File: src/decoder_pkg.sv
package decoder_pkg;

    // stage encoding, codes 1 and 6 unused
    typedef enum logic [3:0] {
        STAGE_IDLE                  = 4'd0,
        STAGE_GROW                  = 4'd2,
        STAGE_MERGE                 = 4'd3,
        STAGE_PEELING               = 4'd4,
        STAGE_RESULT_VALID          = 4'd5,
        STAGE_MEASUREMENT_PREPARING = 4'd7,
        STAGE_MEASUREMENT_LOADING   = 4'd8
    } stage_t;

    // header byte of a control word that starts a decode
    localparam logic [7:0] MEASUREMENT_DATA_HEADER = 8'd1;

    // control word layout
    localparam int CTRL_WIDTH      = 64;
    localparam int CTRL_HEADER_MSB = 47; // header byte is [47:40]

    // byte channels
    localparam int BYTE_WIDTH = 8;

    // result header counters
    localparam int COUNT_WIDTH = 16;
    localparam int ITER_WIDTH  = 8;

    // iteration count, cycle count high, cycle count low
    localparam int HEADER_BYTES = 3;

endpackage
File: src/stage_if.sv
`timescale 1ns/100ps

interface stage_if;
    import decoder_pkg::*;

    stage_t stage;
    logic   grow_start;      // first GROW cycle of a decode
    logic   result_round;    // high in every RESULT_VALID cycle
    logic   round_done;      // last byte of a round accepted
    logic   all_rounds_done;

    modport ctrl (
        output stage, grow_start, result_round,
        input  round_done, all_rounds_done
    );

    modport loader (
        input  stage,
        output round_done, all_rounds_done
    );

    modport stats (
        input stage, grow_start, result_round
    );

endinterface

File: src/decoder_controller.sv
`timescale 1ns/100ps

module decoder_controller #(
    parameter GRID_WIDTH_X  = 4,
    parameter GRID_WIDTH_Z  = 1,
    parameter GRID_WIDTH_U  = 3,
    parameter MAXIMUM_DELAY = 2,
    parameter FIFO_DEPTH    = 32
) (
    input  logic                               clk,
    input  logic                               reset,
    input  logic [decoder_pkg::CTRL_WIDTH-1:0] ctrl_rx_data,
    input  logic                               ctrl_rx_valid,
    output logic                               ctrl_rx_ready,
    input  logic [decoder_pkg::BYTE_WIDTH-1:0] data_in,
    input  logic                               data_valid,
    output logic                               data_ready,
    output logic [decoder_pkg::BYTE_WIDTH-1:0] out_data,
    output logic                               out_valid,
    input  logic                               out_ready,
    input  logic [GRID_WIDTH_X*GRID_WIDTH_Z*GRID_WIDTH_U-1:0] busy_pe,
    input  logic [GRID_WIDTH_X*GRID_WIDTH_Z*GRID_WIDTH_U-1:0] odd_clusters_pe,
    input  logic [2*(GRID_WIDTH_X-1)*GRID_WIDTH_Z+1+GRID_WIDTH_X*GRID_WIDTH_Z-1:0] correction,
    output logic [((GRID_WIDTH_X*GRID_WIDTH_Z+7)/8)*8-1:0] measurements,
    output decoder_pkg::stage_t                global_stage
);
    import decoder_pkg::*;

    // ns + ew (with the extra boundary edge) + ud errors per round
    localparam CORRECTION_BITS = 2 * (GRID_WIDTH_X - 1) * GRID_WIDTH_Z + 1
                               + GRID_WIDTH_X * GRID_WIDTH_Z;

    logic [ITER_WIDTH-1:0]      iteration_count;
    logic [COUNT_WIDTH-1:0]     cycle_count;
    logic [CORRECTION_BITS-1:0] fifo_data;
    logic                       fifo_valid;
    logic                       fifo_ready;

    stage_if sif ();

    assign global_stage = sif.stage;

    stage_controller #(
        .GRID_WIDTH_X(GRID_WIDTH_X), .GRID_WIDTH_Z(GRID_WIDTH_Z),
        .GRID_WIDTH_U(GRID_WIDTH_U), .MAXIMUM_DELAY(MAXIMUM_DELAY)
    ) u_stage (
        .clk, .reset, .ctrl_rx_data, .ctrl_rx_valid, .ctrl_rx_ready,
        .busy_pe, .odd_clusters_pe, .st(sif.ctrl)
    );

    measurement_loader #(
        .GRID_WIDTH_X(GRID_WIDTH_X), .GRID_WIDTH_Z(GRID_WIDTH_Z),
        .GRID_WIDTH_U(GRID_WIDTH_U)
    ) u_loader (
        .clk, .reset, .data_in, .data_valid, .data_ready, .measurements,
        .st(sif.loader)
    );

    decode_stats u_stats (
        .clk, .reset, .st(sif.stats), .iteration_count, .cycle_count
    );

    correction_fifo #(.WIDTH(CORRECTION_BITS), .DEPTH(FIFO_DEPTH)) u_fifo (
        .clk, .reset, .wr_data(correction), .wr_en(sif.result_round),
        .rd_data(fifo_data), .rd_valid(fifo_valid), .rd_ready(fifo_ready)
    );

    result_serializer #(
        .WORD_WIDTH(CORRECTION_BITS), .WORDS_PER_DECODE(GRID_WIDTH_U)
    ) u_serializer (
        .clk, .reset, .word_data(fifo_data), .word_valid(fifo_valid),
        .word_ready(fifo_ready), .iteration_count, .cycle_count,
        .out_data, .out_valid, .out_ready
    );

endmodule

File: src/result_serializer.sv
`timescale 1ns/100ps

module result_serializer #(
    parameter WORD_WIDTH       = 11,
    parameter WORDS_PER_DECODE = 3
) (
    input  logic                                clk,
    input  logic                                reset,
    input  logic [WORD_WIDTH-1:0]               word_data,
    input  logic                                word_valid,
    output logic                                word_ready,
    input  logic [decoder_pkg::ITER_WIDTH-1:0]  iteration_count,
    input  logic [decoder_pkg::COUNT_WIDTH-1:0] cycle_count,
    output logic [decoder_pkg::BYTE_WIDTH-1:0]  out_data,
    output logic                                out_valid,
    input  logic                                out_ready
);
    import decoder_pkg::*;

    localparam BYTES_PER_WORD = (WORD_WIDTH + 7) / 8;
    localparam TOTAL_BYTES    = HEADER_BYTES + WORDS_PER_DECODE * BYTES_PER_WORD;
    localparam BYTE_CNT_WIDTH = $clog2(TOTAL_BYTES + 1);
    localparam SLICE_WIDTH    = $clog2(BYTES_PER_WORD + 1);

    logic [BYTE_CNT_WIDTH-1:0]            byte_cnt;  // bytes sent in this decode
    logic [SLICE_WIDTH-1:0]               slice_idx; // byte within the head word
    logic [BYTES_PER_WORD*BYTE_WIDTH-1:0] padded;
    logic                                 in_header;
    logic                                 fire;

    assign in_header  = (byte_cnt < HEADER_BYTES);
    // header waits for the first word of the decode to reach the head
    assign out_valid  = word_valid;
    assign fire       = out_valid && out_ready;
    assign word_ready = fire && !in_header && (slice_idx == BYTES_PER_WORD - 1);

    always_comb begin
        padded = '0;
        padded[WORD_WIDTH-1:0] = word_data;
        case (byte_cnt)
            0:       out_data = iteration_count;
            1:       out_data = cycle_count[COUNT_WIDTH-1:BYTE_WIDTH];
            2:       out_data = cycle_count[BYTE_WIDTH-1:0];
            default: out_data = padded[slice_idx*BYTE_WIDTH +: BYTE_WIDTH]; // lsb first
        endcase
    end

    always_ff @(posedge clk) begin
        if (reset) begin
            byte_cnt  <= '0;
            slice_idx <= '0;
        end else if (fire) begin
            if (byte_cnt == TOTAL_BYTES - 1) begin
                byte_cnt <= '0;
            end else begin
                byte_cnt <= byte_cnt + 1'b1;
            end
            if (!in_header) begin
                if (slice_idx == BYTES_PER_WORD - 1) begin
                    slice_idx <= '0;
                end else begin
                    slice_idx <= slice_idx + 1'b1;
                end
            end
        end
    end

endmodule

File: src/correction_fifo.sv
`timescale 1ns/100ps

module correction_fifo #(
    parameter WIDTH = 11,
    parameter DEPTH = 32
) (
    input  logic             clk,
    input  logic             reset,
    input  logic [WIDTH-1:0] wr_data,
    input  logic             wr_en,
    output logic [WIDTH-1:0] rd_data,
    output logic             rd_valid,
    input  logic             rd_ready
);
    localparam PTR_WIDTH   = $clog2(DEPTH);
    localparam COUNT_WIDTH = $clog2(DEPTH + 1);

    logic [WIDTH-1:0]       mem [DEPTH];
    logic [PTR_WIDTH-1:0]   wr_ptr;
    logic [PTR_WIDTH-1:0]   rd_ptr;
    logic [COUNT_WIDTH-1:0] count;
    logic                   wr_strobe; // wr_en one cycle late
    logic                   full;
    logic                   do_write;
    logic                   do_read;

    // the PEs present a round's correction the cycle after its result round
    always_ff @(posedge clk) begin
        if (reset) begin
            wr_strobe <= 1'b0;
        end else begin
            wr_strobe <= wr_en;
        end
    end

    assign full     = (count == DEPTH);
    assign rd_valid = (count != 0);
    assign rd_data  = mem[rd_ptr];
    assign do_write = wr_strobe && !full; // dropped when full
    assign do_read  = rd_valid && rd_ready;

    always_ff @(posedge clk) begin
        if (do_write) begin
            mem[wr_ptr] <= wr_data;
        end
    end

    always_ff @(posedge clk) begin
        if (reset) begin
            wr_ptr <= '0;
            rd_ptr <= '0;
            count  <= '0;
        end else begin
            if (do_write) begin
                wr_ptr <= (wr_ptr == DEPTH - 1) ? '0 : wr_ptr + 1'b1;
            end
            if (do_read) begin
                rd_ptr <= (rd_ptr == DEPTH - 1) ? '0 : rd_ptr + 1'b1;
            end
            case ({do_write, do_read})
                2'b10:   count <= count + 1'b1;
                2'b01:   count <= count - 1'b1;
                default: count <= count;
            endcase
        end
    end

endmodule

File: src/decode_stats.sv
`timescale 1ns/100ps

module decode_stats (
    input  logic                               clk,
    input  logic                               reset,
    stage_if.stats                             st,
    output logic [decoder_pkg::ITER_WIDTH-1:0]  iteration_count,
    output logic [decoder_pkg::COUNT_WIDTH-1:0] cycle_count
);
    import decoder_pkg::*;

    stage_t prev_stage;
    logic   cycle_on;

    always_ff @(posedge clk) begin
        if (reset) begin
            prev_stage <= STAGE_IDLE;
        end else begin
            prev_stage <= st.stage;
        end
    end

    // one count per entry into GROW
    always_ff @(posedge clk) begin
        if (reset) begin
            iteration_count <= '0;
        end else if (st.stage == STAGE_MEASUREMENT_LOADING) begin
            iteration_count <= '0;
        end else if (st.stage == STAGE_GROW && prev_stage != STAGE_GROW) begin
            iteration_count <= iteration_count + 1'b1;
        end
    end

    always_ff @(posedge clk) begin
        if (reset) begin
            cycle_count <= '0;
            cycle_on    <= 1'b0;
        end else if (st.grow_start) begin
            cycle_count <= COUNT_WIDTH'(2); // controller to PE propagation
            cycle_on    <= 1'b1;
        end else if (st.result_round) begin
            cycle_on <= 1'b0; // holds from the first result round
        end else if (cycle_on) begin
            cycle_count <= cycle_count + 1'b1;
        end
    end

endmodule

File: src/measurement_loader.sv
`timescale 1ns/100ps

module measurement_loader #(
    parameter GRID_WIDTH_X = 4,
    parameter GRID_WIDTH_Z = 1,
    parameter GRID_WIDTH_U = 3
) (
    input  logic                              clk,
    input  logic                              reset,
    input  logic [decoder_pkg::BYTE_WIDTH-1:0] data_in,
    input  logic                              data_valid,
    output logic                              data_ready,
    output logic [((GRID_WIDTH_X*GRID_WIDTH_Z+7)/8)*8-1:0] measurements,
    stage_if.loader                           st
);
    import decoder_pkg::*;

    localparam BYTES_PER_ROUND = (GRID_WIDTH_X * GRID_WIDTH_Z + 7) / 8;
    localparam ALIGNED_BITS    = BYTES_PER_ROUND * 8;
    localparam BYTE_CNT_WIDTH  = $clog2(BYTES_PER_ROUND + 1);
    localparam ROUND_WIDTH     = $clog2(GRID_WIDTH_U + 1);

    logic [BYTE_CNT_WIDTH-1:0]          byte_cnt;
    logic [ROUND_WIDTH-1:0]             round_cnt;
    logic                               accept;
    logic [ALIGNED_BITS+BYTE_WIDTH-1:0] shifted;

    assign data_ready = (st.stage == STAGE_MEASUREMENT_PREPARING);
    assign accept     = data_valid && data_ready;
    assign st.round_done      = accept && (byte_cnt == BYTES_PER_ROUND - 1);
    assign st.all_rounds_done = (round_cnt == GRID_WIDTH_U);

    // new byte enters at the top, older bytes move down
    assign shifted = {data_in, measurements};

    always_ff @(posedge clk) begin
        if (accept) begin
            measurements <= shifted[ALIGNED_BITS+BYTE_WIDTH-1:BYTE_WIDTH];
        end
    end

    always_ff @(posedge clk) begin
        if (reset) begin
            byte_cnt  <= '0;
            round_cnt <= '0;
        end else if (st.stage == STAGE_IDLE) begin
            byte_cnt  <= '0; // fresh decode
            round_cnt <= '0;
        end else if (st.round_done) begin
            byte_cnt  <= '0;
            round_cnt <= round_cnt + 1'b1;
        end else if (accept) begin
            byte_cnt <= byte_cnt + 1'b1;
        end
    end

endmodule

File: src/stage_controller.sv
`timescale 1ns/100ps

module stage_controller #(
    parameter GRID_WIDTH_X  = 4,
    parameter GRID_WIDTH_Z  = 1,
    parameter GRID_WIDTH_U  = 3,
    parameter MAXIMUM_DELAY = 2
) (
    input  logic                            clk,
    input  logic                            reset,
    input  logic [decoder_pkg::CTRL_WIDTH-1:0] ctrl_rx_data,
    input  logic                            ctrl_rx_valid,
    output logic                            ctrl_rx_ready,
    input  logic [GRID_WIDTH_X*GRID_WIDTH_Z*GRID_WIDTH_U-1:0] busy_pe,
    input  logic [GRID_WIDTH_X*GRID_WIDTH_Z*GRID_WIDTH_U-1:0] odd_clusters_pe,
    stage_if.ctrl                           st
);
    import decoder_pkg::*;

    localparam DELAY_WIDTH = $clog2(MAXIMUM_DELAY + 2);
    localparam ROUND_WIDTH = $clog2(GRID_WIDTH_U + 1);

    logic [DELAY_WIDTH-1:0] delay_cnt;
    logic [ROUND_WIDTH-1:0] result_cnt;
    logic                   busy;
    logic                   odd_clusters;
    logic [BYTE_WIDTH-1:0]  header;

    assign header        = ctrl_rx_data[CTRL_HEADER_MSB -: BYTE_WIDTH];
    assign ctrl_rx_ready = (st.stage == STAGE_IDLE);
    assign st.result_round = (st.stage == STAGE_RESULT_VALID);

    // PE reductions, one cycle behind the array
    always_ff @(posedge clk) begin
        if (reset) begin
            busy         <= 1'b0;
            odd_clusters <= 1'b0;
        end else begin
            busy         <= |busy_pe;
            odd_clusters <= |odd_clusters_pe;
        end
    end

    always_ff @(posedge clk) begin
        if (reset) begin
            st.stage      <= STAGE_IDLE;
            st.grow_start <= 1'b0;
            delay_cnt     <= '0;
            result_cnt    <= '0;
        end else begin
            st.grow_start <= 1'b0;
            case (st.stage)
                STAGE_IDLE: begin
                    // other message types are dropped here
                    if (ctrl_rx_valid && header == MEASUREMENT_DATA_HEADER) begin
                        st.stage <= STAGE_MEASUREMENT_PREPARING;
                    end
                end
                STAGE_MEASUREMENT_PREPARING: begin
                    if (st.round_done) begin
                        st.stage <= STAGE_MEASUREMENT_LOADING;
                    end
                end
                STAGE_MEASUREMENT_LOADING: begin
                    if (st.all_rounds_done) begin
                        st.stage      <= STAGE_GROW;
                        st.grow_start <= 1'b1;
                    end else begin
                        st.stage <= STAGE_MEASUREMENT_PREPARING;
                    end
                end
                STAGE_GROW: begin
                    st.stage  <= STAGE_MERGE;
                    delay_cnt <= '0;
                end
                STAGE_MERGE: begin
                    if (delay_cnt >= MAXIMUM_DELAY) begin
                        if (!busy) begin
                            // another grow while any cluster is still odd
                            st.stage <= odd_clusters ? STAGE_GROW : STAGE_PEELING;
                        end
                    end else begin
                        delay_cnt <= delay_cnt + 1'b1;
                    end
                end
                STAGE_PEELING: begin
                    st.stage   <= STAGE_RESULT_VALID;
                    result_cnt <= '0;
                end
                STAGE_RESULT_VALID: begin
                    result_cnt <= result_cnt + 1'b1;
                    if (result_cnt == GRID_WIDTH_U - 1) begin
                        st.stage <= STAGE_IDLE;
                    end
                end
                default: st.stage <= STAGE_IDLE;
            endcase
        end
    end

endmodule

File: config.mk
export PLATFORM = sky130hd
export DESIGN_NAME = decoder_controller
export DESIGN_NICKNAME = d
export VERILOG_FILES = /design/src/decoder_pkg.sv /design/src/stage_if.sv /design/src/decoder_controller.sv /design/src/result_serializer.sv /design/src/correction_fifo.sv /design/src/decode_stats.sv /design/src/measurement_loader.sv /design/src/stage_controller.sv
export SDC_FILE = /design/constraint.sdc
export NUM_CORES = 1
export LEC_CHECK = 0
export BUFFER_PORTS_ARGS = -buffer_cell sky130_fd_sc_hd__buf_4
export CAP_MARGIN = 20
export CORE_AREA = 10 10 209 211
export DETAILED_ROUTE_END_ITERATION = 8
export DIE_AREA = 0 0 219 221
export PLACE_DENSITY = 0.75
export SLEW_MARGIN = 20
export SYNTH_ARGS = -nofsm -noshare
export SYNTH_HDL_FRONTEND = slang
export SYNTH_SLANG_ARGS = --single-unit
File: constraint.sdc
create_clock -name clk -period 3.5 [get_ports clk]
set_clock_uncertainty 0.15 [all_clocks]
set_input_delay 1.05 -clock clk [delete_from_list [all_inputs] [get_ports clk]]
set_output_delay 1.05 -clock clk [all_outputs]
set_load 0.01 [all_outputs]
==> Flow_metrics.wiki <==
{| class="wikitable"
! Metric !! Value
|-
| Result of the run || complete, but fails checks
|-
| Violations in the final reports || setup timing
|-
| Avg Inst Size Synth || ~16 µm²
|-
| Clock net sink count || between 400 and 500
|-
| Number of top-level pins || 135
|-
| Met3 routed WL || around 3300 µm
|-
| Top Family by Delay on Critical Path || multiplexers
|-
| Die Ht || about 220 µm
|-
| Initial standard-cell utilization of the core || 0.4443
|-
| First drt pass iteration count || 5
|-
| # nets final || about 1400
|-
| Most frequent cell on the critical path || sky130_fd_sc_hd__mux4_2
|-
| All-layer global routing usage || 0.1648
|-
| Internal cell power || between 8 and 9 mW
|-
| Combinational Power Share || 0.043
|-
| Share of layout cells above drive strength 1 || 0.3178
|-
| Setup repair after global routing missed its margin || true
|-
| Hold buffer count at CTS || 0
|-
| Cell area after synthesis || 17530 µm²
|-
| Crit end category || output pin
|-
| CP bufs+invs || 3
|-
| Top FF cell, synth || sky130_fd_sc_hd__edfxtp_1
|-
| Count of fill cells added during filler insertion || 3019
|-
| Area grow syn2layout || 20.17%
|-
| Post-synth EDFFs || 360
|-
| Number of buffer cells added on primary ports || between 70 and 80
|-
| Endpoints failing setup || 8
|-
| Adder-cell share of the synthesized area || 0.01356
|-
| CTS tree || done
|-
| Total number of yosys warnings || 0
|-
| Share of power burned in the clock network || 0.418
|-
| List of cells traversed by the critical path || buf_8 -> buf_12 -> mux4_2 -> mux4_2 -> nand2_2 -> nand4_1 -> buf_4
|-
| Post-CTS clock slew at the launch and capture registers of the worst setup and hold paths || about 0.06 ns
|-
| Slack of the critical path || -0.4722 ns
|-
| Sum of routed wire length over all layers || 40950 µm
|-
| Total CTS buffers || 44
|-
| Footprint of the multi-input gates || roughly 5200 µm²
|-
| Number of nets with antenna violations after detailed routing || 0
|-
| Average vias per placed instance || between 5 and 6
|-
| Post-layout minimum cycle time || 3.972 ns
|-
| Clock latency of the later-clocked register in the worst-skew pair || around 0.54 ns
|-
| Simple logic cell fraction of the synthesized area || 0.08015
|-
| Horizontal die dimension || 219 µm
|-
| Total power divided by cell area || 497.2 nW/µm²
|-
| Core area || 39460 µm²
|-
| Share of the synthesized area in compound gates (AO/OA/AOI/OAI) || 0.04510
|-
| Final worst-path cycle share || 1.135
|-
| CP Data Arrival Time || around 2.8 ns
|-
| Slowest library cell on the worst path || sky130_fd_sc_hd__mux4_2
|-
| Switching fraction of total power || 0.2121
|-
| Portion of netlist area occupied by mux cells || 0.1342
|-
| RR Endpoint || u_fifo.count[4]
|-
| Main combinational cell family by area after synthesis || multiplexers
|-
| Synth Net Count || 1200
|-
| Number of synthesized register bits || between 400 and 500
|-
| Max Freq || between 200 and 300 MHz
|-
| First-pass GRT wire length || ~62000 µm
|-
| Hold path endpoint || u_stage.result_cnt[0]
|-
| H-tree levels || 2
|-
| Placed wire-length estimate after detailed placement || between 20000 and 30000 µm
|-
| Number of max-cap violations || 0
|-
| Number of max-slew violations in the final report || 0
|-
| Final global-route overflow total || 0
|-
| DR DRC count || 0
|-
| Non-filler instance count after layout || around 1800
|-
| Number of placement rows || 73
|-
| Min-Delay Path Depth || 1
|-
| Startpoint of the tightest hold check path || u_stage.result_cnt[0]
|-
| Met2 Wirelength || 20130 µm
|-
| Sequential standard cell area || 12240 µm²
|-
| Post-synthesis async set-or-reset flop share || 0
|-
| Transition time of the tightest slew-check pin || 0.7920 ns
|-
| Starting DRT DRC Count || between 1000 and 1500
|-
| Post-synthesis instance total || about 1100
|-
| Antenna diodes || 0
|-
| Highest fanout seen on the critical path || 9
|-
| Highest metal layer with signal wires || met5
|-
| Via count of the first global-routing pass || between 10000 and 15000
|-
| Xor/xnor share of the synthesized area || 0.01199
|-
| Setup slack, reg-to-reg || 0.27 ns
|-
| Critical setup path kind || flip-flop to output pin
|-
| Max stage delay on crit path || around 0.54 ns
|-
| Post-DR wirelength/cell || roughly 23 µm
|-
| CTS Buffer Depth || 3
|-
| Crit start category || flip-flop
|-
| Count of vias placed by the detailed router || around 10000
|-
| Sequential element share of the synthesized area || 0.6977
|-
| Slew headroom || 0.4714
|-
| Sequential Power Share || 0.540
|-
| Count of different cell masters after synthesis || between 50 and 60
|-
| Number of placed cells counting well taps || 1694
|-
| Class of the most critical hold timing path || flip-flop to flip-flop
|-
| Worst reg2reg startpoint || u_serializer.slice_idx[0]
|-
| Worst-case vdd ir drop || about 0.00043 V
|-
| Worst Reg-to-Reg Cells || 12
|-
| Largest net degree at the start of global routing || 41
|-
| P_sw || between 2 and 2.5 mW
|-
| Wire length the detailed router placed on met1 || 16420 µm
|-
| Data required time at the worst endpoint || 2.30 ns
|-
| Number of antenna violations at the first check in global routing || 1
|-
| Leakage power figure || between 6 and 7 nW
|-
| Weighted congestion reported at the end of routability-driven placement || approximately 0.85
|-
| Master cell of the clock root buffer || sky130_fd_sc_hd__clkbuf_16
|-
| Total Power Consumption || 10.47 mW
|-
| Die Footprint || approximately 48000 µm²
|-
| Number of hold violations in the final report || 0
|}
==> area by class of cell <==
type | instances | area share
inverter | 21 | 0.003742
tap | 525 | 0.03118
timing repair buffer | 170 | 0.07192
multi-input combinational | 565 | 0.2482
clock inverter | 27 | 0.007839
sequential | 431 | 0.5811
clock buffer | 54 | 0.05600
==> cell usage in the layout (no fill, tap or decap), drive strengths merged, types with 6 or more instances in the layout <==
cell type,count
mux2i,19
nor2,89
inv,23
edfxtp,360
or3,9
nand4,14
o21ai,22
nand2b,10
mux2,28
nand3b,9
mux4,82
nand3,10
o22ai,6
clkbuf,56
xor2,10
a21oi,31
clkinv,22
nand2,50
a211oi,8
xnor2,14
ha,19
dfxtp,71
a22oi,14
nor2b,12
nor4,12
buf,167
nor3,26
==> state kept, by name (all words and copies together), names as in the netlist, 2 cells and up, named ones only <==
register and cells:
u_fifo.count 6, u_fifo.mem 352, u_fifo.rd_ptr 5, u_fifo.wr_ptr 5, u_loader.measurements 8, u_loader.round_cnt 2, u_serializer.byte_cnt 4, u_serializer.slice_idx 2
u_stage.delay_cnt 2, u_stage.result_cnt 2, u_stage.st.stage 4, u_stats.cycle_count 16, u_stats.iteration_count 8, u_stats.prev_stage 4
==> synthesized netlist by cell type (all sizes together) (4+ instances only) <==
| library cell | count | area [µm²] |
|---|---|---|
| edfxtp | 360 | 10810 |
| nor2 | 89 | 334.1 |
| mux4 | 82 | 1847 |
| dfxtp | 71 | 1421 |
| nand2 | 50 | 187.7 |
| a21oi | 31 | 155.2 |
| buf | 28 | 135.1 |
| mux2 | 28 | 315.3 |
| nor3 | 26 | 130.1 |
| clkbuf | 24 | 90.09 |
| o21ai | 22 | 110.1 |
| inv | 21 | 78.83 |
| ha | 19 | 237.7 |
| mux2i | 19 | 190.2 |
| a22oi | 14 | 105.1 |
| nand4 | 14 | 87.58 |
| xnor2 | 14 | 122.6 |
| nor2b | 12 | 75.07 |
| nor4 | 12 | 81.33 |
| nand2b | 10 | 62.56 |
| nand3 | 10 | 50.05 |
| xor2 | 10 | 87.58 |
| nand3b | 9 | 67.56 |
| or3 | 9 | 61.31 |
| a211oi | 8 | 60.06 |
| o22ai | 6 | 37.54 |
| a2111oi | 5 | 43.79 |
| a31oi | 5 | 31.28 |
| nor3b | 5 | 37.54 |
| or4 | 5 | 37.54 |
| and3 | 4 | 25.02 |
| o21a | 4 | 30.03 |
| o41ai | 4 | 53.81 |
| or3b | 4 | 35.03 |
==> cells by family (layout without fill, tap and decap cells) <==
kind of cell / Yosys count / count (layout)
mux: 129 / 129
flops: 431 / 431
compound gates: 118 / 118
buf+inv: 73 / 272
simple gates: 275 / 275
fa+ha+maj: 19 / 19
xor+xnor: 24 / 24
==> metal layers <==
layer / up-vias / global-route usage
met1: 5191 / 0.2131
met2: 463 / 0.2741
li1: 4540 / -
met5: - / 0
met3: 78 / 0.03465
met4: 2 / 0.04744
==> through the flow <==
stage | instance area [µm²] | hold slack (ns) | util | TNS (ns) | worst slack (ns)
6_report | 21070 | 0.3153 | 0.5339 | -3.394 | -0.4722
4_1_cts | 20890 | 0.3175 | 0.5294 | -3.736 | -0.5190
5_1_grt | 21070 | 0.3265 | 0.5339 | -4.004 | -0.5405
3_3_place_gp | 19140 | 0.2713 | 0.4850 | -0.8164 | -0.2510
3_5_place_dp | 19200 | 0.3051 | 0.4865 | -1.138 | -0.3248
2_1_floorplan | 17530 | 0.2609 | - | 0 | 0.05169
==> power by group through the flow <==
stage	Combinational (mW)	Clock (mW)	Sequential [mW]
final	0.445	4.38	5.65
after global routing	0.491	4.63	5.66
after CTS	0.443	4.44	5.65
after detailed placement	0.436	0	5.76
after global placement	0.421	0	5.76
after floorplan	0.232	0	5.72
==> how the worst max path moves through the flow <==
stage	from	to	slack, ns	cells after the start
after floorplan	out_ready	u_fifo.count[4]	0.05	13
after global placement	flip-flop	out_data[2]	-0.25	8
after detailed placement	flip-flop	out_data[2]	-0.32	8
after CTS	flip-flop	out_data[4]	-0.52	7
after global routing	flip-flop	out_data[4]	-0.54	7
final	flip-flop	out_data[4]	-0.47	7
==> timing repair <==
action,CTS,global route
endpoints found under the setup margin,8,8
pin swaps,6,8
gates cloned,3,2
resized for setup,49,22
setup buffers,9,7
(Power assumes the default switching activity.)
